<file path="src/verilog/corePkg.sv">
`default_nettype none

package corePkg;

    localparam int xlen     = 64;
    localparam int regAddrW = 5;
    localparam int instW    = 32;

    localparam logic [xlen-1:0] resetPc = 64'h0000_0000_8000_0000;

    typedef enum logic [2:0] {aluAdd, aluSub, aluAnd, aluOr, aluXor} aluOp_t;

    // Operand source in execute
    typedef enum logic [1:0] {fwdReg, fwdMem, fwdWb} fwdSel_t;

    typedef enum logic {arbFetch, arbData} arbState_t;

    // Word for instruction fetch, doubleword for LD/SD
    typedef enum logic {sizeWord, sizeDouble} accessSize_t;

endpackage

`default_nettype wire

</file>
<file path="src/verilog/hazardUnit.sv">
`timescale 1ns/1ps
`default_nettype none

module hazardUnit (
    input  logic [corePkg::regAddrW-1:0] exRs1,
    input  logic [corePkg::regAddrW-1:0] exRs2,
    input  logic                         exRs1Read,
    input  logic                         exRs2Read,
    input  logic [corePkg::regAddrW-1:0] memRd,
    input  logic                         memRegWrite,
    input  logic                         memIsLoad,
    input  logic [corePkg::regAddrW-1:0] wbRd,
    input  logic                         wbRegWrite,
    input  logic [corePkg::regAddrW-1:0] idRs1,
    input  logic [corePkg::regAddrW-1:0] idRs2,
    input  logic                         idRs1Read,
    input  logic                         idRs2Read,
    input  logic [corePkg::regAddrW-1:0] exRd,
    input  logic                         exIsLoad,
    output corePkg::fwdSel_t             fwd1,
    output corePkg::fwdSel_t             fwd2,
    output logic                         loadUseStall
);
    function automatic corePkg::fwdSel_t pickSource(
        input logic [corePkg::regAddrW-1:0] rs,
        input logic                         rsRead
    );
        logic memHit;
        logic wbHit;
        memHit = rsRead && rs != '0 && memRegWrite && memRd == rs;
        wbHit  = rsRead && rs != '0 && wbRegWrite && wbRd == rs;
        if (memHit && !memIsLoad) begin
            return corePkg::fwdMem;
        end else if (wbHit && !memHit) begin // Younger producer in memory wins
            return corePkg::fwdWb;
        end
        return corePkg::fwdReg;
    endfunction

    assign fwd1 = pickSource(exRs1, exRs1Read);
    assign fwd2 = pickSource(exRs2, exRs2Read);

    // Load result exists only after the memory stage, one bubble needed
    assign loadUseStall = exIsLoad && exRd != '0 &&
                          ((idRs1Read && idRs1 == exRd) || (idRs2Read && idRs2 == exRd));

endmodule

`default_nettype wire

</file>
<file path="config.mk">
export PLATFORM = sky130hd
export DESIGN_NAME = hazardUnit
export DESIGN_NICKNAME = d
export VERILOG_FILES = /design/src/verilog/corePkg.sv /design/src/verilog/hazardUnit.sv
export SDC_FILE = /design/constraint.sdc
export NUM_CORES = 1
export LEC_CHECK = 0
export CORE_MARGIN = 3
export CORE_UTILIZATION = 30
export DETAILED_ROUTE_END_ITERATION = 16
export DONT_BUFFER_PORTS = 1
export MAX_ROUTING_LAYER = met4
export SYNTH_ARGS = -nofsm -noshare
export SYNTH_HDL_FRONTEND = slang
export SYNTH_SLANG_ARGS = --single-unit
</file>
<file path="constraint.sdc">
create_clock -name vclk -period 3.5
set_clock_uncertainty 0.15 [all_clocks]
set_input_delay 0.875 -clock vclk [all_inputs]
set_output_delay 0.875 -clock vclk [all_outputs]
set_load 0.005 [all_outputs]
</file>
==> After elaboration in Yosys (flattened, before gate mapping) <==
Cells that the tools add are included.
{ "totals": {"ff_bits": 0, "in_bits": 43, "n_memories": 0, "latch_bits": 0, "ramBits": 0, "romBits": 0, "wordCells": 41} }
{ "op_classes": {"shift": 0, "addsub": 0, "div": 0, "n_mul": 0, "n_mux": 10, "n_lt_le_gt_ge": 0, "reduce_logical": 25, "bitwise": 0, "eq_ne": 6} }
{ "ops": {"columns": ["op", "n"], "rows": [
  ["$eq 5x5->1", 6],
  ["$logic_and 1x1->1", 18],
  ["$reduce_bool 5->1", 3],
  ["$mux 2", 6],
  ["$mux 1", 4],
  ["$logic_not 1->1", 3],
  ["$logic_or 1x1->1", 1]
]} }

==> Longest topological paths before layout <==
{ "logic_depth": {"depth_word": 9, "mapped_depth": 4} }

==> Least setup slack after synthesis <==
Ideal clock, no wire load.
{ "synth_path": {"path_type": "input-to-output", "from": "input exRs1[1] (netlist bit)", "to": "output fwd1[1]", "slack_ns": 0.680, "n_path_buf": 0, "arrival_ns": 1.795, "cell_stages": 4, "t_required_ns": 2.475, "cell_sequence": "or4_4 -> o21ai_4 -> nor3_1 -> nor3_2"} }
{ "synth_via": {"elab_chain_len": 9} }
{ "synth_lines": {"columns": ["item", "line_no", "text"], "rows": [
  ["start: declaration", "hazardUnit.sv:5", "input logic [corePkg::regAddrW-1:0] exRs1,"],
  ["$reduce_bool 5->1", "hazardUnit.sv:30, hazardUnit.sv:31", null],
  ["$logic_and 1x1->1", "hazardUnit.sv:30, hazardUnit.sv:31", null],
  ["$logic_and 1x1->1 (2 in series)", "hazardUnit.sv:30", "memHit = rsRead && rs != '0 && memRegWrite && memRd == rs;"],
  ["$logic_not 1->1", "hazardUnit.sv:34", "end else if (wbHit && !memHit) begin"],
  ["$logic_and 1x1->1", "hazardUnit.sv:34", null],
  ["$mux 1", "hazardUnit.sv:34", null],
  ["$mux 1", "hazardUnit.sv:32", "if (memHit && !memIsLoad) begin"],
  ["$mux 2 *", "hazardUnit.sv:37", "return corePkg::fwdReg;"],
  ["end: declaration", "hazardUnit.sv:20", "output corePkg::fwdSel_t fwd1,"]
]} }
Every way passes the cells marked *; elsewhere a longest branch is shown, timed or not.

==> Worst setup path in the final report <==
{ "layout_path": {"from": "input exRs2[3] (netlist bit)", "to": "output fwd2[1]"} }
{ "layout_via": {"elab_chain_len": 9} }
{ "layout_lines": {"columns": ["item", "line_no", "text"], "rows": [
  ["start: declaration", "hazardUnit.sv:6", "input logic [corePkg::regAddrW-1:0] exRs2,"],
  ["$reduce_bool 5->1", "hazardUnit.sv:30, hazardUnit.sv:31", null],
  ["$logic_and 1x1->1", "hazardUnit.sv:30, hazardUnit.sv:31", null],
  ["$logic_and 1x1->1 (2 in series)", "hazardUnit.sv:30", null],
  ["$logic_not 1->1", "hazardUnit.sv:34", null],
  ["$logic_and 1x1->1", "hazardUnit.sv:34", null],
  ["$mux 1", "hazardUnit.sv:34", null],
  ["$mux 1", "hazardUnit.sv:32", null],
  ["$mux 2 *", "hazardUnit.sv:37", null],
  ["end: declaration", "hazardUnit.sv:21", "output corePkg::fwdSel_t fwd2,"]
]} }
Marks and branches as above.

==> flow_metrics.env <==
export IMPL_finalSetupTns_ps=0
export IMPL_fin_ws_ps=648
export IMPL_postCtsHoldBufs=0
export IMPL_synth_area_leaders="xor2_1 32%, xnor2_1 28%, nor4_1 8.5%"
export IMPL_min_period_ps=2850
export IMPL_clkbuf_count=0
export IMPL_finalSetupViolations=0
export IMPL_syn_avg_cell_area_um2=8.05
export IMPL_end_kind="primary output"
export IMPL_layoutNonFillerInstCount=70
export IMPL_drv_slew=0
export IMPL_hold_path_depth=1
export IMPL_arrival_ps=1830
export IMPL_syn_nets=98
export IMPL_fp_dieH_um=44.4
export IMPL_holdCritStartpoint="memIsLoad"
export IMPL_grt_pass1_wl_mm=1.70
export IMPL_gp_congestion=0.712
export IMPL_tightestPinTransition_ps=392
export IMPL_path_cells="or4_4, o21ai_4, nor3_1, nor3_2"
export IMPL_cp_required_ps=2470
export IMPL_dp_hpwl_mm=1.12
export IMPL_drive_gt1_frac=0.109
export IMPL_hold_path_end="fwd1[0]"
export IMPL_fillers=148
export IMPL_crit_slowest_cell="or4_4"
export IMPL_ys_warn_count=0
export IMPL_core_area_um2=1350
export IMPL_seq_cell_count=0
export IMPL_nets=100
export IMPL_yosysSeqAreaShare=0
export IMPL_area_growth_syn_to_layout_pct=4.24
export IMPL_cp_max_fo=3
export IMPL_fmaxAchievable_mhz=351
export IMPL_synth_most_common_cell="xor2_1"
export IMPL_vias=390
export IMPL_status="finished, final reports clean"
export IMPL_post_cts_resized=0
export IMPL_viasPerCell=5.57
export IMPL_ys_types=13
export IMPL_grt_max_degree=4
export IMPL_io_pins=48
export IMPL_hold_class="in -> out"
export IMPL_stdcell_area_um2=462
export IMPL_final_seq_area_um2=0
export IMPL_start_util=0.328
export IMPL_antenna_found_initial=0
export IMPL_post_cts_setup_buffer_count=0
export IMPL_port_buffers=0
export IMPL_place_area_um2=462
export IMPL_p_leak_nw=0.129
export IMPL_grt_pass1_vias=412
export IMPL_slew_headroom=0.736
export IMPL_power_density_nw_per_um2=81.4
export IMPL_path_buf_inv=0
export IMPL_synth_top_area_share=0.316
export IMPL_drc=0
export IMPL_wl_mm=1.16
export IMPL_ir_worst_vdd_mv=0.0283
export IMPL_min_period_over_period=0.815
export IMPL_grt_remaining_overflow=0
export IMPL_drt_antenna_violating_nets=0
export IMPL_synth_top_area_cell="xor2_1"
export IMPL_firstDrtPassIters=3
export IMPL_place_inst=70
export IMPL_syn_inst=55
export IMPL_grt_usage=0.114
export IMPL_rsz0062_at_grt="false"
export IMPL_cp_start_kind="input pin"
export IMPL_placementRows=13
export IMPL_drt_iter0_markers=2
export IMPL_pre_cts_ws_ps=640
export IMPL_die_x_um=44.4
export IMPL_ys_top_cells_by_count="16 x xor2_1, 14 x xnor2_1, 6 x nor4_1, 4 x nand3_1"
export IMPL_die_area_um2=1970
export IMPL_maxCapViolations=0
export IMPL_avgRoutedWirePerCell_um=16.6
export IMPL_insertedDiodeCount=0
export IMPL_hold_violations=0
export IMPL_crit_family="simple AND/OR/NAND/NOR gates"
export IMPL_synth_area_um2=443
export IMPL_path_class="in -> out"
export IMPL_critPathMaxStageDelay_ps=530
worst max path at each step:
stage	startpoint	end	slack (ps)	cells after the start
floorplan	exRs1[1]	fwd1[1]	680	4
CTS	exRs2[3]	fwd2[1]	640	4
global placement	exRs2[3]	fwd2[1]	650	4
finish	exRs2[3]	fwd2[1]	650	4
detailed placement	exRs2[3]	fwd2[1]	640	4
global route	exRs2[3]	fwd2[1]	600	4
cells in the final DEF (no fill, tap or decap), drive strengths merged:
cell type / instances
nor4: 6
xor2: 16
o21ai: 3
xnor2: 14
nand3: 4
or4: 3
nor3: 4
nand4: 2
nand2: 2
a21oi: 1
per-stage QoR:
stage	util	power (mW)	hold slack [ps]
finish	0.342	0.0376	1640
global route	0.342	0.0421	1640
CTS	0.342	0.0379	1640
detailed placement	0.342	0.0378	1640
global placement	0.342	0.0366	1640
floorplan	-	0.0345	1640
logic make-up after synthesis:
kind of cell,synth area share
AO/OA/AOI/OAI,0.0960
XOR/XNOR,0.593
AND/OR/NAND/NOR,0.311
area by class of cell:
class	count	area, um^2	share of cell area
Multi-Input combinational cell	55	443	0.959
Tap cell	15	18.8	0.0407
per-layer routing:
layer / global-route usage / vias to the layer above / part of all wire / wire length (um)
li1: - / 199 / - / -
met1: 0.142 / 175 / 0.41 / 471
met2: 0.195 / 16 / 0.49 / 571
met3: 0.0285 / 0 / 0.10 / 118
met4: 0 / 0 / 0 / 0
met5: - / - / 0 / 0
power by group:
part | internal, mW | switching, mW | leakage [nW] | total (mW)
Combinational | 0.0239 | 0.0137 | 0.129 | 0.0376
Clock | 0 | 0 | 0 | 0
Sequential | 0 | 0 | 0 | 0
(Power assumes the default switching activity.)
