==> src/verilog/corePkg.sv <==
`default_nettype none

package corePkg;

    localparam int xlen     = 64;
    localparam int regAddrW = 5;
    localparam int instW    = 32;

    localparam logic [xlen-1:0] resetPc = 64'h0000_0000_8000_0000;

    typedef enum logic [2:0] {aluAdd, aluSub, aluAnd, aluOr, aluXor} aluOp_t;

    // Operand source in execute
    typedef enum logic [1:0] {fwdReg, fwdMem, fwdWb} fwdSel_t;

    typedef enum logic {arbFetch, arbData} arbState_t;

    // Word for instruction fetch, doubleword for LD/SD
    typedef enum logic {sizeWord, sizeDouble} accessSize_t;

endpackage

`default_nettype wire

==> src/verilog/execUnit.sv <==
`timescale 1ns/1ps
`default_nettype none

module execUnit (
    input  logic [corePkg::xlen-1:0] rs1Data,
    input  logic [corePkg::xlen-1:0] rs2Data,
    input  logic [corePkg::xlen-1:0] memFwdData,
    input  logic [corePkg::xlen-1:0] wbFwdData,
    input  corePkg::fwdSel_t         fwd1,
    input  corePkg::fwdSel_t         fwd2,
    input  logic [corePkg::xlen-1:0] imm,
    input  logic [corePkg::xlen-1:0] pc,
    input  corePkg::aluOp_t          aluOp,
    input  logic                     useImm,
    input  logic                     isBranch,
    input  logic                     branchNe,
    output logic [corePkg::xlen-1:0] aluResult,
    output logic [corePkg::xlen-1:0] storeData,
    output logic                     branchTaken,
    output logic [corePkg::xlen-1:0] branchTarget
);
    logic [corePkg::xlen-1:0] opA;
    logic [corePkg::xlen-1:0] opB;

    function automatic logic [corePkg::xlen-1:0] pickOperand(
        input corePkg::fwdSel_t         sel,
        input logic [corePkg::xlen-1:0] regVal
    );
        case (sel)
            corePkg::fwdMem: return memFwdData;
            corePkg::fwdWb:  return wbFwdData;
            default:         return regVal;
        endcase
    endfunction

    assign opA       = pickOperand(fwd1, rs1Data);
    assign storeData = pickOperand(fwd2, rs2Data); // Also the second compare operand
    assign opB       = useImm ? imm : storeData;

    always_comb begin
        case (aluOp)
            corePkg::aluSub: aluResult = opA - opB;
            corePkg::aluAnd: aluResult = opA & opB;
            corePkg::aluOr:  aluResult = opA | opB;
            corePkg::aluXor: aluResult = opA ^ opB;
            default:         aluResult = opA + opB; // Also load/store address
        endcase
    end

    assign branchTaken  = isBranch && ((opA == storeData) != branchNe);
    assign branchTarget = pc + imm;

endmodule

`default_nettype wire

==> config.mk <==
export PLATFORM = sky130hd
export DESIGN_NAME = execUnit
export DESIGN_NICKNAME = d
export VERILOG_FILES = /design/src/verilog/corePkg.sv /design/src/verilog/execUnit.sv
export SDC_FILE = /design/constraint.sdc
export NUM_CORES = 1
export LEC_CHECK = 0
export ABC_AREA = 1
export BUFFER_PORTS_ARGS = -buffer_cell sky130_fd_sc_hd__buf_2
export CAP_MARGIN = 40
export CORE_AREA = 2 2 231 233
export DETAILED_ROUTE_END_ITERATION = 16
export DIE_AREA = 0 0 233 235
export PLACE_DENSITY_LB_ADDON = 0.08
export SLEW_MARGIN = 20
export SYNTH_ARGS = -nofsm -noshare
export SYNTH_HDL_FRONTEND = slang
export SYNTH_SLANG_ARGS = --single-unit
==> constraint.sdc <==
create_clock -name vclk -period 4.4
set_input_delay 0.22 -clock vclk [all_inputs]
set_output_delay 0.22 -clock vclk [all_outputs]
set_load 0.05 [all_outputs]
Yosys cells after proc, flatten, opt, wreduce, memory -nomap -nowiden
Index checks and enable logic that the tools add are counted.
{"block": "word_totals", "wordCells": 21, "output_inout_bits": 193, "register_bits": 0}
{"block": "op_classes", "n_addsub": 3, "eq_ne": 10, "bitwise": 3, "n_mux": 4, "n_reduce_logical": 1}
{"cell": "$pmux W64 S2", "n": 2}
{"cell": "$pmux W64 S4", "n": 1}
{"cell": "$add A64 B64 Y64", "n": 2}
{"cell": "$and A64 B64 Y64", "n": 1}
{"cell": "$eq A64 B64 Y1", "n": 1}
{"cell": "$mux W64", "n": 1}
{"cell": "$or A64 B64 Y64", "n": 1}
{"cell": "$sub A64 B64 Y64", "n": 1}
{"cell": "$xor A64 B64 Y64", "n": 1}
{"cell": "$eq A3 B2 Y1 const B", "n": 2}
{"cell": "$eq A2 B1 Y1 const B", "n": 2}
{"cell": "$eq A2 B2 Y1 const B", "n": 2}
{"cell": "$eq A3 B1 Y1 const B", "n": 1}
{"cell": "$eq A3 B3 Y1 const B", "n": 1}
{"cell": "$logic_and A1 B1 Y1", "n": 1}
{"cell": "$ne A1 B1 Y1", "n": 1}

Logic depth before layout (Yosys ltp)
{"block": "logic_depth", "depth_word": 5, "depth_mapped": 35, "ltp_nobuf": 33}

Worst setup path after synthesis
OpenSTA, ideal clock, no wires.
{"block": "synth_timing", "path_type": "input port to output port", "from": "input port fwd2[0]", "to": "output port aluResult[42] (netlist name)", "t_required_ps": 4180, "arrival_ps": 4814, "path_stages": 29, "setup_slack_ps": -634, "path_cell_list": "inv_1 -> ha_1 -> inv_2 -> buf_6 -> nand3_1 -> o211ai_2 -> nand2_1 -> inv_1 -> ha_1 -> nand3_1 -> nor2_2 -> inv_1 -> nor2_2 -> nand2_1 -> nor2_2 -> a21oi_1 -> xor2_1 -> ha_1 -> inv_1 -> nor3_1 -> inv_1 -> nor2_1 -> inv_1 -> nor2_1 -> inv_1 -> o21a_1 -> o21ai_0 -> nor2_1 -> o21ai_0"}
{"block": "synth_between", "elab_chain_cells": 5}
{"item": "from (decl)", "line": "execUnit.sv:10", "rtl": "input corePkg::fwdSel_t fwd2,"}
{"item": "$eq A2 B2 Y1 or $eq A2 B1 Y1 (tied branches)", "line": "execUnit.sv:29", "rtl": "case (sel)"}
{"item": "$pmux W64 S2 *", "line": "execUnit.sv:29"}
{"item": "$mux W64 *", "line": "execUnit.sv:38", "rtl": "assign opB = useImm ? imm : storeData;"}
{"item": "$add A64 B64 Y64, or another cell as far along", "line": "execUnit.sv:46", "rtl": "default: aluResult = opA + opB;"}
{"item": "$pmux W64 S4 *", "line": "execUnit.sv:41", "rtl": "case (aluOp)"}
{"item": "to (decl)", "line": "execUnit.sv:17", "rtl": "output logic [corePkg::xlen-1:0] aluResult,"}
Every way passes the cells marked *; elsewhere a longest branch is shown, timed or not.

Worst setup path after layout
{"block": "layout_timing", "from": "input port fwd2[0]", "to": "output port aluResult[50] (netlist name)"}
Same word-level chain as after synthesis.

==> out/results.txt <==
Synthesized Nets - 4196
Worst path max stage delay - 0.37 ns
Hold Path Class - input pin to primary output
Largest family of logic cells by synthesized area - simple AND/OR/NAND/NOR gates
Die ar. - 54760 um2
Post-Synth Adder-Cell Area - 18.42%
Initial Utilization - 35.91%
Initial antenna violation count - 52
Slowest CP cell - ha_1
Sequential area share after synthesis - 0%
Max_slew headroom - 28.70%
FMAX - 210.8 MHz
Yosys top cell by area - nand2_1
Num sequential - 0
Area grow syn2layout - 68.26%
Crit-path max FO - 11
Warnings from Yosys - 0
Drt first-iter violations - 2879
Total global routing track utilization - 42.59%
Final worst-path cycle share - 107.8%
Mapped Area - 18760 um2
Die width - 233 um
Minimum clock period - 4.743 ns
DRC violations left - 0
Hold buffers post-CTS - 0
Drt first pass iters - 6
Final setup viols - 42
Vias in the first global route - 27870
Final TNS setup - -5.226 ns
NumNets Final - 5465
Count leader, synth - nand2_1
Crit. End Element - primary output
Most frequent cells after synthesis - nand2_1 (1137), inv_1 (394), nor2_1 (362), ha_1 (273), nand3_1 (225)
Leakage - 16.78 nW
Row count - 84
Tightest Pin Transition - 1.070 ns
Clock buffers - 0
I/O pins - 587
Core ar. - 52240 um2
Mux share of post-synthesis cell area - 0%
Post-Synth XOR/XNOR Area - 8.871%
Layout cell share with drive strength beyond 1 - 41.01%
IO buf count - 587
Routed WL - 123.4 mm
Wire length of the first global-routing pass - 174.7 mm
Fillers - 5319
PwrDens - 304.8 nW/um2
Wire per inst - 22.40 um
WS Path Type - input pin to primary output
Slew Limit Fails - 0
Cell variety after synth - 48
Grt ovf - 0
Cell count after synthesis - 3527
DPL Wire Length - 107.2 mm
Via count - 29870
VDD IR max - 0.0003000 V
Critical Path RT - 4.18 ns
Unrepaired setup endpoints after global routing - true
Fin worst setup slack - -0.3430 ns
Top post-synthesis cells by area - nand2_1 (23%), ha_1 (18%), inv_1 (7.9%)
Via-per-instance ratio - 5.419
Outcome - finished, violations left
Die H - 235 um
Final Wtd Congestion - 1.095
Pre-CTS setup slack - -0.7538 ns
Largest net degree at the start of global routing - 73
Critical path arrival - 4.52 ns
CP Launch Type - input pin
Simple-gate area share of the yosys netlist - 42.57%
FF/Latch Area - 0 um2
Final hold vios - 0
Failing checks - setup timing
Area share of the largest cell type after synthesis - 22.75%
Max_cap viols - 0
Compound-gate portion of the synthesized area - 19.31%
Mapped Avg Cell Area - 5.319 um2
ANT nets after route - 0
## logic make-up after synthesis
| logic type | Yosys count |
|---|---|
| fa+ha+maj | 275 |
| simple gates | 1924 |
| xor+xnor | 190 |
| compound gates | 622 |
| buf+inv | 516 |
## placed cells by master (no fill, tap or decap), drive strengths merged
cell type,Yosys,routed
a211oi,2,2
a21boi,11,11
a21o,14,14
a21oi,203,203
a221oi,41,41
a31oi,39,39
and2,5,5
and3,3,3
buf,52,1362
bufbuf,0,2
clkinv,1,3
diode,0,29
fa,2,2
ha,273,273
inv,417,416
nand2,1162,1162
nand3,227,227
nand3b,2,2
nand4,32,32
nor2,378,378
nor3,38,38
nor4,15,15
o2111ai,21,21
o211ai,11,11
o21a,15,15
o21ai,239,239
o21bai,19,19
o22ai,2,2
o311ai,1,1
o31ai,4,4
or2,62,62
xnor2,33,33
xor2,157,157
## per-layer routing
layer | wire length [um] | track usage, % | vias up
met1 | 50970 | 56.76 | 13810
met4 | 5367 | 13.36 | 50
met2 | 53260 | 67.14 | 1580
li1 | - | - | 14120
met5 | 331 | 0 | -
met3 | 13500 | 10.28 | 302
## through the flow
stage               cell area, um2  util [%]  std cells  hold WS (ns)  total power [mW]
detailed placement           28220     54.02       5380        0.8313             8.487
global route                 31520     60.35       5494        0.8410             10.10
floorplan                    18760         -       3527        0.6651             4.390
global placement             28220     54.02       5380        0.8347             8.495
CTS                          30500     58.40       5454        0.8326             9.127
finish                       31560     60.43       5511        0.8240             9.622
## critical path: cells and delay by family
kind	cells	cell delay, ns
compound gates	2	0.57
xor+xnor	2	0.34
fa+ha+maj	2	0.71
buf+inv	12	1.23
simple gates	11	1.43
## cell type report
cell class,instances,area [um2],share of cell area [%]
repair buffers,1364,9977,31.61
repair inverters,1,6.256,0.01982
well taps,688,860.8,2.727
multi-input cells,3011,19060,60.39
inverters,418,1587,5.026
diodes,29,72.57,0.2299
## power by group
part	total, mW	switching (mW)	internal [mW]
Sequential	0	0	0
Combinational	9.62	5.83	3.79
Clock	0.000000887	0	0.000000887
## timing repair
| action | CTS | global route |
|---|---|---|
| setup buffers | 69 | 27 |
| pin swaps | 141 | 103 |
| endpoints found under the setup margin | 52 | 54 |
| cloned | 5 | 1 |
| gates resized for setup | 481 | 207 |
## path summary, 6_finish.rpt
kind,startpoint,end,slack (ns),cells after the start
max,fwd2[0],aluResult[50],-0.34,29
min,isBranch,branchTaken,0.82,4
Note: power is estimated with default switching activity, not from simulation.
