==> src/verilog/corePkg.sv <==
`default_nettype none

package corePkg;

    localparam int xlen     = 64;
    localparam int regAddrW = 5;
    localparam int instW    = 32;

    localparam logic [xlen-1:0] resetPc = 64'h0000_0000_8000_0000;

    typedef enum logic [2:0] {aluAdd, aluSub, aluAnd, aluOr, aluXor} aluOp_t;

    // Operand source in execute
    typedef enum logic [1:0] {fwdReg, fwdMem, fwdWb} fwdSel_t;

    typedef enum logic {arbFetch, arbData} arbState_t;

    // Word for instruction fetch, doubleword for LD/SD
    typedef enum logic {sizeWord, sizeDouble} accessSize_t;

endpackage

`default_nettype wire

==> src/verilog/regFile.sv <==
`timescale 1ns/1ps
`default_nettype none

module regFile (
    input  logic                         clk,
    input  logic                         rstn,
    input  logic [corePkg::regAddrW-1:0] rdAddr1,
    input  logic [corePkg::regAddrW-1:0] rdAddr2,
    input  logic [corePkg::regAddrW-1:0] wrAddr,
    input  logic [corePkg::xlen-1:0]     wrData,
    input  logic                         wrEn,
    output logic [corePkg::xlen-1:0]     rdData1,
    output logic [corePkg::xlen-1:0]     rdData2
);
    logic [corePkg::xlen-1:0] regs [0:(1 << corePkg::regAddrW)-1];

    always_ff @(posedge clk or negedge rstn) begin
        if (!rstn) begin
            for (int i = 0; i < (1 << corePkg::regAddrW); i++) begin
                regs[i] <= '0;
            end
        end else if (wrEn && wrAddr != '0) begin
            regs[wrAddr] <= wrData;
        end
    end

    // Write-through, decode sees the value retiring this cycle
    assign rdData1 = (rdAddr1 == '0) ? '0 :
                     (wrEn && wrAddr == rdAddr1) ? wrData : regs[rdAddr1];
    assign rdData2 = (rdAddr2 == '0) ? '0 :
                     (wrEn && wrAddr == rdAddr2) ? wrData : regs[rdAddr2];

endmodule

`default_nettype wire

==> config.mk <==
export PLATFORM = sky130hd
export DESIGN_NAME = regFile
export DESIGN_NICKNAME = d
export VERILOG_FILES = /design/src/verilog/corePkg.sv /design/src/verilog/regFile.sv
export SDC_FILE = /design/constraint.sdc
export NUM_CORES = 2
export LEC_CHECK = 0
export BUFFER_PORTS_ARGS = -buffer_cell sky130_fd_sc_hd__buf_4
export CAP_MARGIN = 30
export CORE_AREA = 2 2 537 379
export CTS_CLUSTER_DIAMETER = 100
export DETAILED_ROUTE_END_ITERATION = 10
export DIE_AREA = 0 0 539 381
export PLACE_DENSITY_LB_ADDON = 0.15
export RECOVER_POWER = 25
export SYNTH_ARGS = -nofsm -noshare
export SYNTH_HDL_FRONTEND = slang
export SYNTH_SLANG_ARGS = --single-unit
==> constraint.sdc <==
create_clock -name clk -period 3.35 [get_ports clk]
set_clock_uncertainty 0.2 [all_clocks]
set_input_delay 0.5025 -clock clk [delete_from_list [all_inputs] [get_ports clk]]
set_output_delay 0.5025 -clock clk [all_outputs]
set_load 0.03 [all_outputs]
# Word-level counts from Yosys, hierarchy flattened
# Cells that the tools add are included.
dict set report word_totals {
  input_bits 82
  reg_bits 2048
}
dict set report op_classes {
  muxes 13
  n_eq_ne 2
  reduce_logical 7
  n_lt_le_gt_ge 4
  bitwise_logic 3
}
# op count
set op_table {}
lappend op_table {{bitwise mux 2048 bit} 1}
lappend op_table {{binary-select mux 64 bit (select 5 bit)} 2}
lappend op_table {{2-to-1 mux 64 bit} 9}
lappend op_table {{demux 64 bit (select 5 bit)} 1}
lappend op_table {{>= comparator 6 bit, second input constant} 3}
lappend op_table {{NOT 5 -> 6 bit} 3}
lappend op_table {{equality test 5 bit} 2}
lappend op_table {{logical NOT 5 bit} 2}
lappend op_table {{less-than comparator 6 x 1 -> 1 bit, second input constant} 1}
lappend op_table {{nonzero test 5 bit} 1}
lappend op_table {{logical AND 1 bit} 4}

# Depth between registers and ports, before layout
dict set report logic_depth {
  depth_word 6
  mapped_depth 10
}

# Worst setup path before layout
# Ideal clock, no wire load.
dict set report synth_path {
  kind {input to output}
  from {input port rdAddr1[1] (netlist bit)}
  to {output port rdData1[16] (netlist bit)}
  arrival_ps 2724
  required_time_ps 2647
  path_slack_ps -77
  n_path_buf 3
  cell_stages 8
  cell_sequence {buf_4 -> or3b_1 -> clkbuf_1 -> clkbuf_1 -> o22ai_1 -> a211o_1 -> a21oi_1 -> o41ai_1}
}
dict set report synth_between {
  elab_chain_len 6
}
# item line_no
set synth_rtl {}
lappend synth_rtl {{start: declaration} regFile.sv:7} ;# input logic [corePkg::regAddrW-1:0] rdAddr1,
lappend synth_rtl {{NOT 5 -> 6 bit (not written as such)} regFile.sv:29} ;# (wrEn && wrAddr == rdAddr1) ? wrData : regs[rdAddr1];
lappend synth_rtl {{binary-select mux 64 bit (select 5 bit)} regFile.sv:29}
lappend synth_rtl {{2-to-1 mux 64 bit (not written as such) (2 in a row)} regFile.sv:29}
lappend synth_rtl {{2-to-1 mux 64 bit} regFile.sv:29}
lappend synth_rtl {{2-to-1 mux 64 bit *} regFile.sv:28} ;# assign rdData1 = (rdAddr1 == '0) ? '0 :
lappend synth_rtl {{end: declaration} regFile.sv:12} ;# output logic [corePkg::xlen-1:0] rdData1,
# Every way passes the cells marked *; elsewhere a longest branch is shown, timed or not. The select of a mux whose other input is x is not followed.

# Worst setup path in the final report
dict set report layout_path {
  from {register regs[274] (netlist bit)}
  to {output port rdData1[18] (netlist bit)}
}
dict set report layout_between {
  elab_chain_len 5
}
# item line_no
set layout_rtl {}
lappend layout_rtl {{start: declaration} regFile.sv:15} ;# logic [corePkg::xlen-1:0] regs [0:(1 << corePkg::regAddrW)-1];
lappend layout_rtl {{start signal: indexed assignment} regFile.sv:23} ;# regs[wrAddr] <= wrData;
lappend layout_rtl {{binary-select mux 64 bit (select 5 bit)} regFile.sv:29}
lappend layout_rtl {{2-to-1 mux 64 bit (not written as such) (2 in a row)} regFile.sv:29}
lappend layout_rtl {{2-to-1 mux 64 bit} regFile.sv:29}
lappend layout_rtl {{2-to-1 mux 64 bit} regFile.sv:28}
# No other way between the ends. The select of a mux whose other input is x is not followed.

==> summary.txt <==
Outcome
  • Status: complete, but fails checks
  • Failing checks: capacitance limit, slew limit, setup timing

STA
  • Setup Viol. Count Final: 56
  • Slew margin rel.: -75.7%
  • Final period util: 107%
  • Setup TNS: -4.88 ns
  • Slew Limit Fails: 230
  • RSZ-0062 raised after global routing: true
  • F_max: about 280 MHz
  • Tightest Pin Transition: 2.64 ns
  • Final hold vios: 0
  • Min Clock Period, post-route: 3.59 ns
  • Setup WS post-layout: -0.239 ns

Power and ir drop
  • Worst VDD drop: 0.000420 V
  • PD cells: 578 mW/mm^2
  • Switching power: approximately 0.022 W
  • Sequential share of power: 43.0%
  • Lkg Pwr: 58.5 nW
  • Share of power burned in combinational logic: 24.5%
  • Clock group share of total power: 32.5%
  • Internal: 0.0548 W
  • Switching part of the total: 29.1%

Global route
  • Initial antenna violation count: 31
  • First-pass GRT wire length: 598000 um
  • Overall Global Routing Usage: 40.6%
  • Gr ovfl total: 0
  • Largest net degree at the start of global routing: between 100 and 150
  • Number of global-route vias before repair: 79000

Critical path
  • R2R cell count: 4
  • Worst Path Required: 2.65 ns
  • Worst Setup End Kind: output pin
  • Setup CP Type: flip-flop to output pin
  • FF-to-FF setup slack: a little under 2 ns
  • Data arrival, critical path: a little under 3 ns
  • Reg-to-reg endpoint: regs[380]$_DFFE_PN0P_
  • R2R Path Start: regs[380]$_DFFE_PN0P_
  • Startpoint types: flip-flop
  • Critical-path maximum fanout: 3

Placed design
  • RePlAce Congestion: 0.919
  • IO Port Bufs: 209
  • Dpl cell area: 0.120 sq mm
  • DP HPWL: roughly 270000 um

Logic synthesis
  • Post-synth EDFFs: 0
  • Synth Flop Type: dfrtp_1
  • Most frequent cell after synthesis: dfrtp_1
  • Largest cells by area after synthesis: dfrtp_1 (47%), mux2_2 (21%), mux4_2 (18%)
  • Synth cell types: 70
  • Post-synth top cells: dfrtp_1 (2048), mux2_2 (1993), mux4_2 (870)
  • Mapped cell area: 0.109 sq mm
  • Synth top area share: roughly 47%
  • Synthesized area per cell: 14.8 sq um
  • Sequential-to-total area share from yosys stat: 46.9%
  • Cell taking the most area after synthesis: dfrtp_1
  • Synth Instances: 7381
  • Yosys warning total: 0
  • Yosys reg bits: 2048
  • Async SR Flop Fraction: 100%
  • Syn nets: 7463

Floorplanning
  • Die height: about 380 um
  • Chip Width: 539 um
  • Rows: 138
  • Die area: 0.205 sq mm
  • Initial core utilization: 54.5%
  • Core Box Area: approximately 0.20 sq mm
  • Ports: 210

Run
  • Max Cap Viol: 8

Clock network
  • Total CTS buffers: around 210
  • H-tree depth: 4
  • Worst-skew pair later-pin latency: 0.83 ns
  • CTS tree: yes
  • Clock transition at the registers of the reported paths: roughly 0.07 ns
  • CTS Sinks: about 2000
  • Clock root buffer: clkbuf_16
  • Clk buf depth: 4

Final layout
  • Syn-to-layout area delta: 22.3%
  • Fin nets: between 8000 and 9000
  • Largest register FFs: about 2000
  • Most flop-heavy register: regs
  • Top flop regs: regs: 2048 flops
  • Post-route design area: 0.134 sq mm
  • Share of layout cells above drive strength 1: 59.7%

Drt
  • Initial DRC Count: 11000
  • Routed len/inst: 38.8 um
  • Residual DRC: 0
  • Post-Route WL: 423000 um
  • DR vias: 79400
  • DRT antenna net count: 0
  • First-pass DRT Iterations: 9
  • Vias per cell: 7.29

Hold path
  • Hold path cells: 2
  • HP Class: input pin to flip-flop
  • Hold wc startpoint: wrData[39]
  • Hold EP: regs[1063]$_DFFE_PN0P_
## power by group through the flow
stage,logic (W),clock network [W],registers [W]
2_1_floorplan,0.0116,0,0.0320
3_3_place_gp,0.0163,0,0.0330
3_5_place_dp,0.0166,0,0.0333
4_1_cts,0.0181,0.0252,0.0329
5_1_grt,0.0198,0.0262,0.0336
6_report,0.0189,0.0251,0.0332
## cell usage in the layout, fill, tap and decap left out, types with 65 or more instances in the layout
cell | netlist | routed
buf_12 | 0 | 240
buf_4 | 96 | 785
buf_6 | 63 | 157
clkbuf_16 | 0 | 227
dfrtp_1 | 2048 | 2048
mux2_1 | 72 | 72
mux2_2 | 1993 | 1969
mux2i_1 | 328 | 315
mux4_2 | 870 | 870
nor2_1 | 142 | 115
o21ai_0 | 70 | 65
o22ai_1 | 198 | 130
## metrics by stage
stage | power [W] | setup WS, ns | hold slack, ns | util (%) | std cells
3_5_place_dp | 0.0500 | -0.664 | 0.182 | 60.0 | 10300
3_3_place_gp | 0.0492 | -0.697 | 0.176 | 60.0 | 10300
4_1_cts | 0.0763 | -0.269 | 0.00208 | 65.8 | 10800
2_1_floorplan | 0.0436 | 0.290 | 0.00691 | - | 7381
5_1_grt | 0.0796 | -0.319 | 0.0264 | 66.6 | 10900
6_report | 0.0773 | -0.239 | 0.0330 | 66.7 | 10900
## kinds of logic after synthesis
kind of cell | after synthesis | synth area share, %
buffers and inverters | 872 | 4.00
AOI/OAI and AO/OA | 795 | 5.13
muxes | 3263 | 42.2
DFF | 2048 | 46.9
xor gates and xnor gates | 10 | 0.0801
and+or+nand+nor | 393 | 1.77
## cell type report
| cell class | instances | area [sq um] |
|---|---|---|
| Tap cell | 2660 | 3330 |
| Clock buffer | 311 | 6330 |
| Antenna cell | 17 | 42.5 |
| Multi-Input combinational cell | 4461 | 57300 |
| Inverter | 6 | 22.5 |
| Fill cell | 13900 | 66900 |
| Timing Repair Buffer | 1330 | 14500 |
| Sequential cell | 2048 | 51200 |
| Clock inverter | 66 | 911 |
## routing by layer
| metal | up-vias | GRT usage [%] | part of all wire (%) |
|---|---|---|---|
| met4 | 26 | 18.4 | 5.3 |
| met5 | - | 0 | 0.041 |
| met2 | 5594 | 56.5 | 42 |
| met1 | 42500 | 58.4 | 39 |
| met3 | 1165 | 12.6 | 13 |
| li1 | 30100 | - | - |
## worst max-delay path by stage
stage | start | to | slack (ns) | cells past startpoint
floorplan | rdAddr2[0] | rdData2[45] | 0.29 | 8
global placement | rdAddr2[1] | rdData2[30] | -0.70 | 10
detailed placement | rdAddr2[0] | rdData2[50] | -0.66 | 10
CTS | regs[274]$_DFFE_PN0P_ | rdData1[18] | -0.27 | 7
global route | regs[274]$_DFFE_PN0P_ | rdData1[18] | -0.32 | 7
finish | regs[274]$_DFFE_PN0P_ | rdData1[18] | -0.24 | 7
## timing repair
item | CTS | global route
buffers inserted | 137 | 82
gates cloned | 4 | 12
gates resized for setup | 573 | 212
hold buffers | 61 | 0
hold endpoints to repair | 2262 | 0
pin swaps | 197 | 139
setup endpoints to repair | 120 | 117
## worst max-delay path, cell delays in order, from the launching register on
cell,delay (ns)
dfrtp_1,0.43
mux4_2,0.47
mux2_4,0.28
a221oi_2,0.23
buf_4,0.16
a2111oi_2,0.06
a21o_4,0.25
buf_6,0.14
Power figures use the tool's default switching activity.
