==> config.mk <==
export PLATFORM = sky130hd
export DESIGN_NAME = memArbiter
export DESIGN_NICKNAME = d
export VERILOG_FILES = /design/src/verilog/corePkg.sv /design/src/verilog/memArbiter.sv
export SDC_FILE = /design/constraint.sdc
export NUM_CORES = 1
export LEC_CHECK = 0
export BUFFER_PORTS_ARGS = -buffer_cell sky130_fd_sc_hd__buf_2
export CAP_MARGIN = 20
export CORE_AREA = 8 8 121 123
export DETAILED_ROUTE_END_ITERATION = 10
export DIE_AREA = 0 0 129 131
export PLACE_DENSITY = 0.47
export REMOVE_ABC_BUFFERS = 1
export SETUP_SLACK_MARGIN = 0.3
export SLEW_MARGIN = 0
export SYNTH_ARGS = -nofsm -noshare
export SYNTH_HDL_FRONTEND = slang
export SYNTH_SLANG_ARGS = --single-unit
export TNS_END_PERCENT = 30
==> constraint.sdc <==
create_clock -name clk -period 1.4 [get_ports clk]
set_input_delay 0.28 -clock clk [delete_from_list [all_inputs] [get_ports clk]]
set_output_delay 0.28 -clock clk [all_outputs]
set_load 0.01 [all_outputs]
==> src/verilog/corePkg.sv <==
`default_nettype none

package corePkg;

    localparam int xlen     = 64;
    localparam int regAddrW = 5;
    localparam int instW    = 32;

    localparam logic [xlen-1:0] resetPc = 64'h0000_0000_8000_0000;

    typedef enum logic [2:0] {aluAdd, aluSub, aluAnd, aluOr, aluXor} aluOp_t;

    // Operand source in execute
    typedef enum logic [1:0] {fwdReg, fwdMem, fwdWb} fwdSel_t;

    typedef enum logic {arbFetch, arbData} arbState_t;

    // Word for instruction fetch, doubleword for LD/SD
    typedef enum logic {sizeWord, sizeDouble} accessSize_t;

endpackage

`default_nettype wire

==> src/verilog/memArbiter.sv <==
`timescale 1ns/1ps
`default_nettype none

module memArbiter (
    input  logic                     clk,
    input  logic                     rstn,
    input  logic                     memReady,
    input  logic [corePkg::xlen-1:0] pc,
    input  logic [corePkg::xlen-1:0] dataAddr,
    input  logic [corePkg::xlen-1:0] storeData,
    input  logic                     memLoad,
    input  logic                     memStore,
    output logic                     memRdEn,
    output logic                     memWrEn,
    output logic [corePkg::xlen-1:0] memAddr,
    output logic [corePkg::xlen-1:0] memWrData,
    output corePkg::accessSize_t     memSize,
    output logic                     fetchDone,
    output logic                     advance
);
    corePkg::arbState_t state;
    corePkg::arbState_t nextState;
    logic               inData;

    always_ff @(posedge clk or negedge rstn) begin
        if (!rstn) begin
            state <= corePkg::arbFetch;
        end else begin
            state <= nextState;
        end
    end

    always_comb begin
        nextState = state;
        fetchDone = 1'b0;
        advance   = 1'b0;
        case (state)
            corePkg::arbFetch: begin
                if (memReady) begin
                    fetchDone = 1'b1;
                    if (memLoad || memStore) begin
                        nextState = corePkg::arbData; // Data access still owed
                    end else begin
                        advance = 1'b1;
                    end
                end
            end
            default: begin
                if (memReady) begin
                    advance   = 1'b1;
                    nextState = corePkg::arbFetch;
                end
            end
        endcase
    end

    assign inData    = (state == corePkg::arbData);
    assign memRdEn   = inData ? memLoad : 1'b1;
    assign memWrEn   = inData && memStore;
    assign memAddr   = inData ? dataAddr : pc;
    assign memWrData = storeData;
    assign memSize   = inData ? corePkg::sizeDouble : corePkg::sizeWord;

    assert property (@(posedge clk) disable iff (!rstn) !(memRdEn && memWrEn))
        else $error("memArbiter: read and write requested together");

    // Pipeline is frozen while memory is busy, so the request holds
    assert property (@(posedge clk) disable iff (!rstn)
                     (memRdEn || memWrEn) && !memReady |=> $stable(memAddr))
        else $error("memArbiter: address changed while request pending");

endmodule

`default_nettype wire

# Word-level counts from Yosys, hierarchy flattened
# Index checks and enable logic that the tools add are counted.
# word_totals
elab_cells,15
register_bits,1
inputBits,197
output_inout_bits,133
# classes
n_mux,12
reduce_logical,2
# ops
cell,n
$mux W64,1
$mux W1,11
$logic_and A1 B1 Y1,1
$logic_or A1 B1 Y1,1

# Logic depth before layout (Yosys ltp)
# Gate-level depths: netlist of the first run.
# depth
ltp_word,4
ltp_mapped,4
ltp_nobuf,2

# Worst setup path after synthesis of the first run
# Ideal clock, no wire load.
# synth_path
path_kind,reg2out
from,reg state (netlist: inData)
to,out memAddr[56] in the netlist's numbering
stages_incl_launch_ff,5
slack_ns,0.011
required_time_ns,1.120
path_buffers,3
t_arrival_ns,1.109
cell_sequence,dfrtp_1 buf_6 buf_6 buf_6 mux2_4
# synth_between
elab_chain_cells,1
# synth_lines
item,line,rtl
start: declaration,memArbiter.sv:21,corePkg::arbState_t state;
start signal: assignment,memArbiter.sv:27,state <= corePkg::arbFetch;
start signal: assignment,memArbiter.sv:29,state <= nextState;
$mux W64,memArbiter.sv:60,assign memAddr = inData ? dataAddr : pc;
end: declaration,memArbiter.sv:15,"output logic [corePkg::xlen-1:0] memAddr,"
# Every way passes these cells.

# Final worst setup path of the first run
# layout_path
from,reg state (netlist: inData)
to,out memAddr[50] in the netlist's numbering
# The elaborated chain is that of the path after synthesis.

==> PnR_summary.wiki, run 1 <==
{| class="wikitable"
! Metric !! Value
|-
| Number of standard cells after synthesis || 144
|-
| Area growth from synthesis to layout || 96.0%
|-
| Final antenna-violating net count || 0
|-
| Antenna fix cells || 0
|-
| Warning count from the yosys run || 0
|-
| DIE AREA || 16900 sq um
|-
| Worst endpoint data arrival time || ~1200 ps
|-
| Worst Setup Path Type || flip-flop to primary output
|-
| Netlist area before placement || 1350 sq um
|-
| Initial core utilization || 0.105
|-
| Post-synthesis sequential element count || 1
|-
| Most frequent standard cell in the layout excluding fill and tap cells || buf_2
|-
| Drt total wl || 15000 microns
|-
| Number of failing setup endpoints in the final timing report || 53
|-
| Filler cell count in the final layout || around 1400
|-
| Setup repair after global routing missed its margin || yes
|-
| Area of the core region || 12900 sq um
|-
| Chain of cells forming the critical path || buf_12 > buf_12 > mux2_2 > buf_6
|-
| Leakage power || 0.00139 uW
|-
| Final worst path period need || 1470 ps
|-
| Violations in the final reports || setup timing
|-
| Run status || complete, but fails checks
|-
| Area share of the largest cell type after synthesis || 0.493
|-
| Final cell count without fillers || 460
|-
| Final net count || just under 500
|-
| Remaining DRCs || 0
|-
| Final period util || 1.05
|-
| Pre-Repair DR Iteration Count || 4
|-
| Number of antenna violations at the first check in global routing || 0
|-
| Slack of the critical path || -70.3 ps
|-
| Final global-route overflow total || 0
|-
| Critical Path Source Type || flip-flop
|-
| Critical-path maximum fanout || 12
|-
| Crit-path slowest cell || dfrtp_2
|-
| Clock transition at path regs || 0 ps
|-
| Violation count after the first detailed-route iteration || 34
|-
| Die H || about 130 microns
|-
| I/O pin count || 330
|-
| Largest net degree at the start of global routing || 51
|-
| Die Span X || 129 microns
|-
| Wire length per cell || 32.5 microns
|-
| Tot Pwr || about 1400 uW
|-
| Fraction of final layout cells with drive strength greater than 1 || 0.982
|-
| Max-slew violation count || 0
|-
| Finished Cell Area || 2640 sq um
|-
| Post-synthesis sequential area ratio || 0.0186
|-
| Skew final || 0 ps
|-
| Vias in the first global route || 1745
|-
| Wire length of the first global-routing pass || 16100 microns
|-
| Largest stage delay on the critical path || 390 ps
|-
| Hold Slack || 61.6 ps
|-
| CTS Hold Bufs || 0
|-
| Number of violations of the max-capacitance limit || 0
|-
| Number of endpoints with negative hold slack in the final report || 0
|-
| Placed instance area || 2070 sq um
|-
| Max transition margin || 0.895
|-
| Final setup TNS || -2640 ps
|-
| Transition time at the pin with the least slew margin || 156 ps
|-
| IR drop worst, VDD || 0.000127 V
|-
| Top library cells by usage in the layout, fill and taps aside || 150 x buf_2, 54 x buf_6, 36 x mux2_2
|-
| Total placed cells including tap cells || 452
|-
| Number of flip-flops under the largest register name || 1
|-
| Classification of the worst-slack hold path || input port to async pin
|-
| Cell repeated most along the worst path || buf_12
|-
| Floorplan row count || 42
|-
| Power Density || 526 nW/um^2
|-
| Vias || 1690
|-
| Timing-limited maximum frequency || slightly below 700 MHz
|-
| Number of distinct standard cells referenced by the synthesized netlist || 13
|-
| Placed wire-length estimate after detailed placement || 12900 microns
|-
| DR vias/cell || 3.67
|-
| Post-Synthesis Mean Instance Area || about 9.4 sq um
|-
| Setup crit end kind || primary output
|-
| Total routing resource utilization after global routing || 0.144
|-
| Biggest area contributors in the synthesized netlist || mux2_2 49%, buf_4 36%, mux2_4 5.6%
|-
| Number of port buffers || roughly 200
|-
| Endpoint required time on the critical path || 1120 ps
|-
| Routability congestion estimate || 0.896
|-
| Area leader, netlist || mux2_2
|-
| Insertion delay to the later sink of the worst-skew pair || 0 ps
|}
through the flow:
| step | util | setup slack (ps) |
|---|---|---|
| floorplan | - | -1130 |
| global placement | 0.161 | -62.0 |
| detailed placement | 0.161 | -69.0 |
| CTS | 0.163 | -68.4 |
| global route | 0.205 | -99.6 |
| finish | 0.205 | -70.3 |
final timing paths:
| check | from | endpoint | slack, ps | cells after the start |
|---|---|---|---|---|
| setup / recovery | inData | memAddr[50] | -70 | 4 |
| setup reg to reg | inData | inData | 300 | 4 |
| hold / removal | rstn | inData | 60 | 1 |
| min in group clk | memReady | inData | 510 | 2 |
| max in group asynchronous | rstn | inData | 1240 | 1 |
| hold reg to reg | inData | inData | 940 | 4 |
cell families after synthesis:
logic type | share of synthesized area
flops | 0.0185
simple gates | 0.0167
compound gates | 0.00927
mux | 0.556
buf+inv | 0.400
critical path: cells and delay by family, from the launching register on:
kind	cells	cell delay, ps
muxes	1	350
DFF	1	390
buffers and inverters	3	440
what timing repair did:
item,in CTS,in global routing
gates resized for setup,4,80
pin swaps,0,1
endpoints found under the setup margin,69,70
cloned,0,6
buffers inserted,0,2
power breakdown:
part           internal, uW  switching [uW]
logic                   839             511
clock network             0               0
registers              33.5            5.27
Yosys cell counts:
| library cell | instances |
|---|---|
| o21a_1 | 1 |
| mux2i_1 | 1 |
| mux2_2 | 59 |
| and2_1 | 1 |
| nor2_1 | 1 |
| mux2_4 | 5 |
| dfrtp_1 | 1 |
| buf_2 | 5 |
| buf_4 | 64 |
| nor2b_1 | 1 |
| nand2b_1 | 1 |
| o21ai_0 | 1 |
| buf_6 | 3 |
final cells by class:
type                    instances  area (sq um)  share of cell area
repair buffers                212          1520               0.575
multi-input cells              71           876               0.331
well taps                     176           220              0.0833
flip-flops and latches          1          26.3             0.00994
routing by layer:
| metal | track usage | wire [microns] | vias up |
|---|---|---|---|
| li1 | - | - | 713 |
| met1 | 0.0618 | 2570 | 718 |
| met2 | 0.257 | 7520 | 240 |
| met3 | 0.203 | 4190 | 17 |
| met4 | 0.0484 | 565 | 2 |
| met5 | 0.0617 | 106 | - |
Power figures use the tool's default switching activity.
==> inputs of run 2 (changes only) <==
CORE_AREA = 8 8 123 125   (was 8 8 121 123)
DIE_AREA = 0 0 131 133   (was 0 0 129 131)
PLACE_DENSITY = 0.48   (was 0.47)
clock period = 1.3 ns   (was 1.4 ns; I/O delays follow)
==> run 2 against run 1 <==
Effect of this change: the flow still finishes with violations (setup timing); setup slack worse by 46 ps; flip-flop and latch count stayed put; core utilization is 2.0 points lower; final area is 8.0% lower; die area is 3.1% higher; cell count is 1.1% lower; sequential share of layout area is 0.087 points higher; clock skew stayed put; sequential power hardly changed; global-route usage is 0.16 points lower; register-to-register slack better by 30 ps; largest power group unchanged.
==> PnR_summary.wiki, run 2 (same netlist as run 1, synthesis figures left out) <==
{| class="wikitable"
! Metric !! Value
|-
| Violations in the final reports || setup timing
|-
| Skew final || 0 ps
|-
| Number of flip-flops under the largest register name || 1
|-
| Dominant delay contributor by cell family on the critical path || buffers and inverters
|-
| Insertion delay to the later sink of the worst-skew pair || 0 ps
|-
| Chain of cells forming the critical path || buf_12 > buf_12 > mux2_2 > buf_2
|-
| Number of port buffers || 201
|-
| Worst endpoint data arrival time || 1160 ps
|-
| Worst Setup Path Type || flip-flop to primary output
|-
| Run status || complete, but fails checks
|-
| Filler cell count in the final layout || 1455
|-
| Vias in the first global route || 1780
|-
| Number of failing setup endpoints in the final timing report || 64
|-
| Power Density || about 540 nW/um^2
|-
| Final setup TNS || -5660 ps
|-
| Critical Path Source Type || flip-flop
|-
| CTS Hold Bufs || 0
|-
| Classification of the worst-slack hold path || input port to async pin
|-
| Largest net degree at the start of global routing || 31
|-
| DR vias/cell || approximately 3.6
|-
| Critical-path maximum fanout || 15
|-
| Area of the core region || 13100 sq um
|-
| Floorplan row count || 42
|-
| Number of endpoints with negative hold slack in the final report || 0
|-
| Final worst path period need || 1420 ps
|-
| Placed wire-length estimate after detailed placement || 13100 microns
|-
| Crit-path slowest cell || dfrtp_2
|-
| Final global-route overflow total || 0
|-
| Initial core utilization || 0.103
|-
| Multi-input logic area || 830 sq um
|-
| I/O pin count || 330
|-
| Register area || 26.3 sq um
|-
| Wire length per cell || 31.2 microns
|-
| Fraction of final layout cells with drive strength greater than 1 || 0.975
|-
| Final antenna-violating net count || 0
|-
| Leakage power || 0.00127 uW
|-
| Endpoint required time on the critical path || 1040 ps
|-
| Pre-Repair DR Iteration Count || 4
|-
| Final net count || 478
|-
| Total placed cells including tap cells || 452
|-
| Max transition margin || 0.921
|-
| Antenna fix cells || 0
|-
| Final period util || 1.09
|-
| Cell repeated most along the worst path || buf_12
|-
| Remaining DRCs || 0
|-
| Drt total wl || 14200 microns
|-
| Area growth from synthesis to layout || 80.2%
|-
| Max-slew violation count || 0
|-
| Vias || around 1600
|-
| Violation count after the first detailed-route iteration || 49
|-
| DIE AREA || 17400 sq um
|-
| Total routing resource utilization after global routing || 0.142
|-
| Die H || 133 microns
|-
| Clock transition at path regs || 0 ps
|-
| WP buf/inv || 3
|-
| Setup repair after global routing missed its margin || yes
|-
| Number of antenna violations at the first check in global routing || 0
|-
| Most frequent standard cell in the layout excluding fill and tap cells || buf_2
|-
| Final cell count without fillers || 455
|-
| Setup crit end kind || primary output
|-
| Largest stage delay on the critical path || 350 ps
|-
| Top library cells by usage in the layout, fill and taps aside || 166 x buf_2, 47 x mux2_2, 35 x buf_6
|-
| Slack of the critical path || -116 ps
|-
| IR drop worst, VDD || between 0.00015 and 0.0002 V
|-
| Die Span X || 131 microns
|-
| Timing-limited maximum frequency || a little over 700 MHz
|-
| Transition time at the pin with the least slew margin || 115 ps
|-
| Number of violations of the max-capacitance limit || 0
|-
| Routability congestion estimate || 0.853
|-
| Wire length of the first global-routing pass || 16300 microns
|}
-- run 2: cell count changes in the layout (fill, tap and decap cells not counted), sizes merged --
cell	previous run	this run
buf	209	205
clkbuf	3	2
-- run 2: routing by layer --
metal  up-vias  wire [microns]  global-route usage
li1        700               -                   -
met1       717            2770              0.0756
met3        12            3760               0.173
met4         4             468              0.0434
met5         -             116              0.0494
met2       197            7070               0.255
-- run 2: layout make-up --
cell class | count | share of cell area
Tap cell | 176 | 0.0906
Sequential cell | 1 | 0.0108
Multi-Input combinational cell | 71 | 0.341
Timing Repair Buffer | 207 | 0.557
-- run 2: worst paths after layout --
| check | start | end | slack [ps] | cells past startpoint |
|---|---|---|---|---|
| setup / recovery | inData | memAddr[47] | -120 | 4 |
| hold / removal | rstn | inData | 40 | 1 |
| setup reg to reg | inData | inData | 330 | 3 |
| hold reg to reg | inData | inData | 800 | 3 |
| max in group asynchronous | rstn | inData | 1170 | 1 |
| min in group clk | memReady | inData | 480 | 2 |
-- run 2: stage by stage --
| step | utilization | instance area, sq um | hold WS [ps] | setup slack [ps] | power, uW |
|---|---|---|---|---|---|
| finish | 0.186 | 2430 | 35.1 | -116 | 1310 |
| CTS | 0.172 | 2250 | 36.7 | -126 | 1170 |
| detailed placement | 0.160 | 2100 | 37.5 | -112 | 1050 |
| global route | 0.186 | 2430 | 41.0 | -168 | 1390 |
| floorplan | - | 810 | -35.6 | -1210 | 553 |
| global placement | 0.160 | 2100 | 37.4 | -90.3 | 1040 |
-- run 2: worst reg2reg max path, cell delays in order (launching register included) --
cell and delay [ps]:
dfrtp_2 390, buf_12 150, clkbuf_16 180, mux2i_1 120
-- run 2: report_power, final --
part	switching [uW]	internal, uW
logic	489	778
clock network	0	0
registers	3.01	36.0
-- run 2: repair_timing --
action                     CTS  global route
setup endpoints to repair   69            69
setup buffers                0             1
resized for setup           30            17
cloned                       0             2
pin swaps                    0             1
==> inputs of run 3 (changes only) <==
PLACE_DENSITY = 0.46   (was 0.48)
REMOVE_ABC_BUFFERS = not set   (was 1)
clock period = 1.7 ns   (was 1.3 ns; I/O delays follow)
==> run 3 against run 2 <==
Effect of this change: the flow now finishes without violations; first-iteration DRC count down 51%; sequential power down 22%; clock skew unchanged; total power down 36%; core utilization down 2.1 points; largest power group unchanged; highest routed layer is now met4.
==> PnR_summary.wiki, run 3 (same netlist as run 1, synthesis figures left out) <==
{| class="wikitable"
! Metric !! Value
|-
| Power Density || between 300 and 400 nW/um^2
|-
| Largest net degree at the start of global routing || 41
|-
| I/O pin count || 330
|-
| Number of endpoints with negative hold slack in the final report || 0
|-
| Transition time at the pin with the least slew margin || 106 ps
|-
| Leakage power || roughly 0.0011 uW
|-
| Run status || finished clean
|-
| Area of the core region || 13100 sq um
|-
| Final global-route overflow total || 0
|-
| Global routing met3 resource utilization || 0.0177
|-
| Max transition margin || 0.927
|-
| Area growth from synthesis to layout || 59.7%
|-
| Classification of the worst-slack hold path || input port to async pin
|-
| Global-route layer with the greatest usage || met2
|-
| Critical-path maximum fanout || 20
|-
| Critical Path Source Type || flip-flop
|-
| Most frequent standard cell in the layout excluding fill and tap cells || buf_2
|-
| Initial core utilization || 0.103
|-
| Final period util || 0.886
|-
| Total placed cells including tap cells || 451
|-
| Tot Pwr || 836 uW
|-
| Vias in the first global route || 1690
|-
| Worst endpoint data arrival time || 1170 ps
|-
| Number of port buffers || 201
|-
| Syn_nets || 341
|-
| Vias || 1508
|-
| Fraction of final layout cells with drive strength greater than 1 || 0.975
|-
| Clock transition at path regs || 0 ps
|-
| Met1 Use GR || 0.0519
|-
| Skew final || 0 ps
|-
| Antenna fix cells || 0
|-
| DIE AREA || about 17000 sq um
|-
| PostCTS Resize Cnt || 0
|-
| Max-slew violation count || 0
|-
| Worst Setup Path Type || flip-flop to primary output
|-
| Met2 layer usage reported by global route || 0.119
|-
| IR drop worst, VDD || 0.000231 V
|-
| Placed wire-length estimate after detailed placement || 5530 microns
|-
| Total routing resource utilization after global routing || 0.0571
|-
| Final antenna-violating net count || 0
|-
| Floorplan row count || 42
|-
| Die H || 133 microns
|-
| Setup repair after global routing missed its margin || yes
|-
| Top library cells by usage in the layout, fill and taps aside || 201 x buf_2, 59 x mux2_2, 5 x mux2_4
|-
| Drt total wl || roughly 6500 microns
|-
| Remaining DRCs || 0
|-
| Die Span X || roughly 130 microns
|-
| Final setup TNS || 0 ps
|-
| Number of flip-flops under the largest register name || 1
|-
| Violation count after the first detailed-route iteration || 24
|-
| Number of antenna violations at the first check in global routing || 0
|-
| Insertion delay to the later sink of the worst-skew pair || 0 ps
|-
| Number of violations of the max-capacitance limit || 0
|-
| Endpoint required time on the critical path || about 1400 ps
|-
| Final cell count without fillers || 455
|-
| Routability congestion estimate || 0.692
|-
| Final worst path period need || 1510 ps
|-
| Number of failing setup endpoints in the final timing report || 0
|-
| DR vias/cell || 3.31
|-
| Wire length per cell || 14.2 microns
|-
| Pre-Repair DR Iteration Count || 2
|-
| Final net count || 478
|-
| Setup slack, reg-to-reg || 720 ps
|-
| Timing-limited maximum frequency || 664 MHz
|-
| Wire length of the first global-routing pass || 8320 microns
|-
| Setup crit end kind || primary output
|-
| CTS Hold Bufs || 0
|}
[run 3: power by group]
part | switching [uW] | total [uW] | internal (uW)
Clock | 0 | 0 | 0
Sequential | 2.79 | 30.3 | 27.6
Combinational | 340 | 806 | 466
[run 3: worst paths after layout]
check,start,end,cells after the start
worst max-delay path,inData,memAddr[59],4
worst min-delay path,rstn,inData,1
worst max register to register,inData,inData,3
worst min register to register,inData,inData,3
max in group asynchronous,rstn,inData,1
min in group clk,memReady,inData,2
[run 3: through the flow]
step,hold WS (ps),util,setup WS (ps),cell area [sq um]
6_report,116,0.165,193,2150
3_5_place_dp,119,0.159,188,2080
3_3_place_gp,116,0.159,223,2080
5_1_grt,123,0.165,157,2150
2_1_floorplan,44.4,-,253,1350
4_1_cts,119,0.159,187,2080
[run 3: routing by layer]
layer  up-vias  wire, microns
met5         -              0
met4         0             58
met3        12           1020
met2       137           3300
met1       660           2080
li1        699              -
[run 3: layout make-up]
class                   instances  area (sq um)
fillers                      1487         10900
multi-input cells              71           785
flip-flops and latches          1          26.3
well taps                     176           220
repair buffers                207          1120
[run 3: timing repair]
item	in CTS	in global routing
buffers inserted	0	2
gates cloned	0	2
endpoints found under the setup margin	64	64
[run 3: critical path, cell delays in order (launching register included)]
cell and delay, ps:
dfrtp_2 400, buf_12 140, clkbuf_16 180, mux2_4 300
buf_2 140
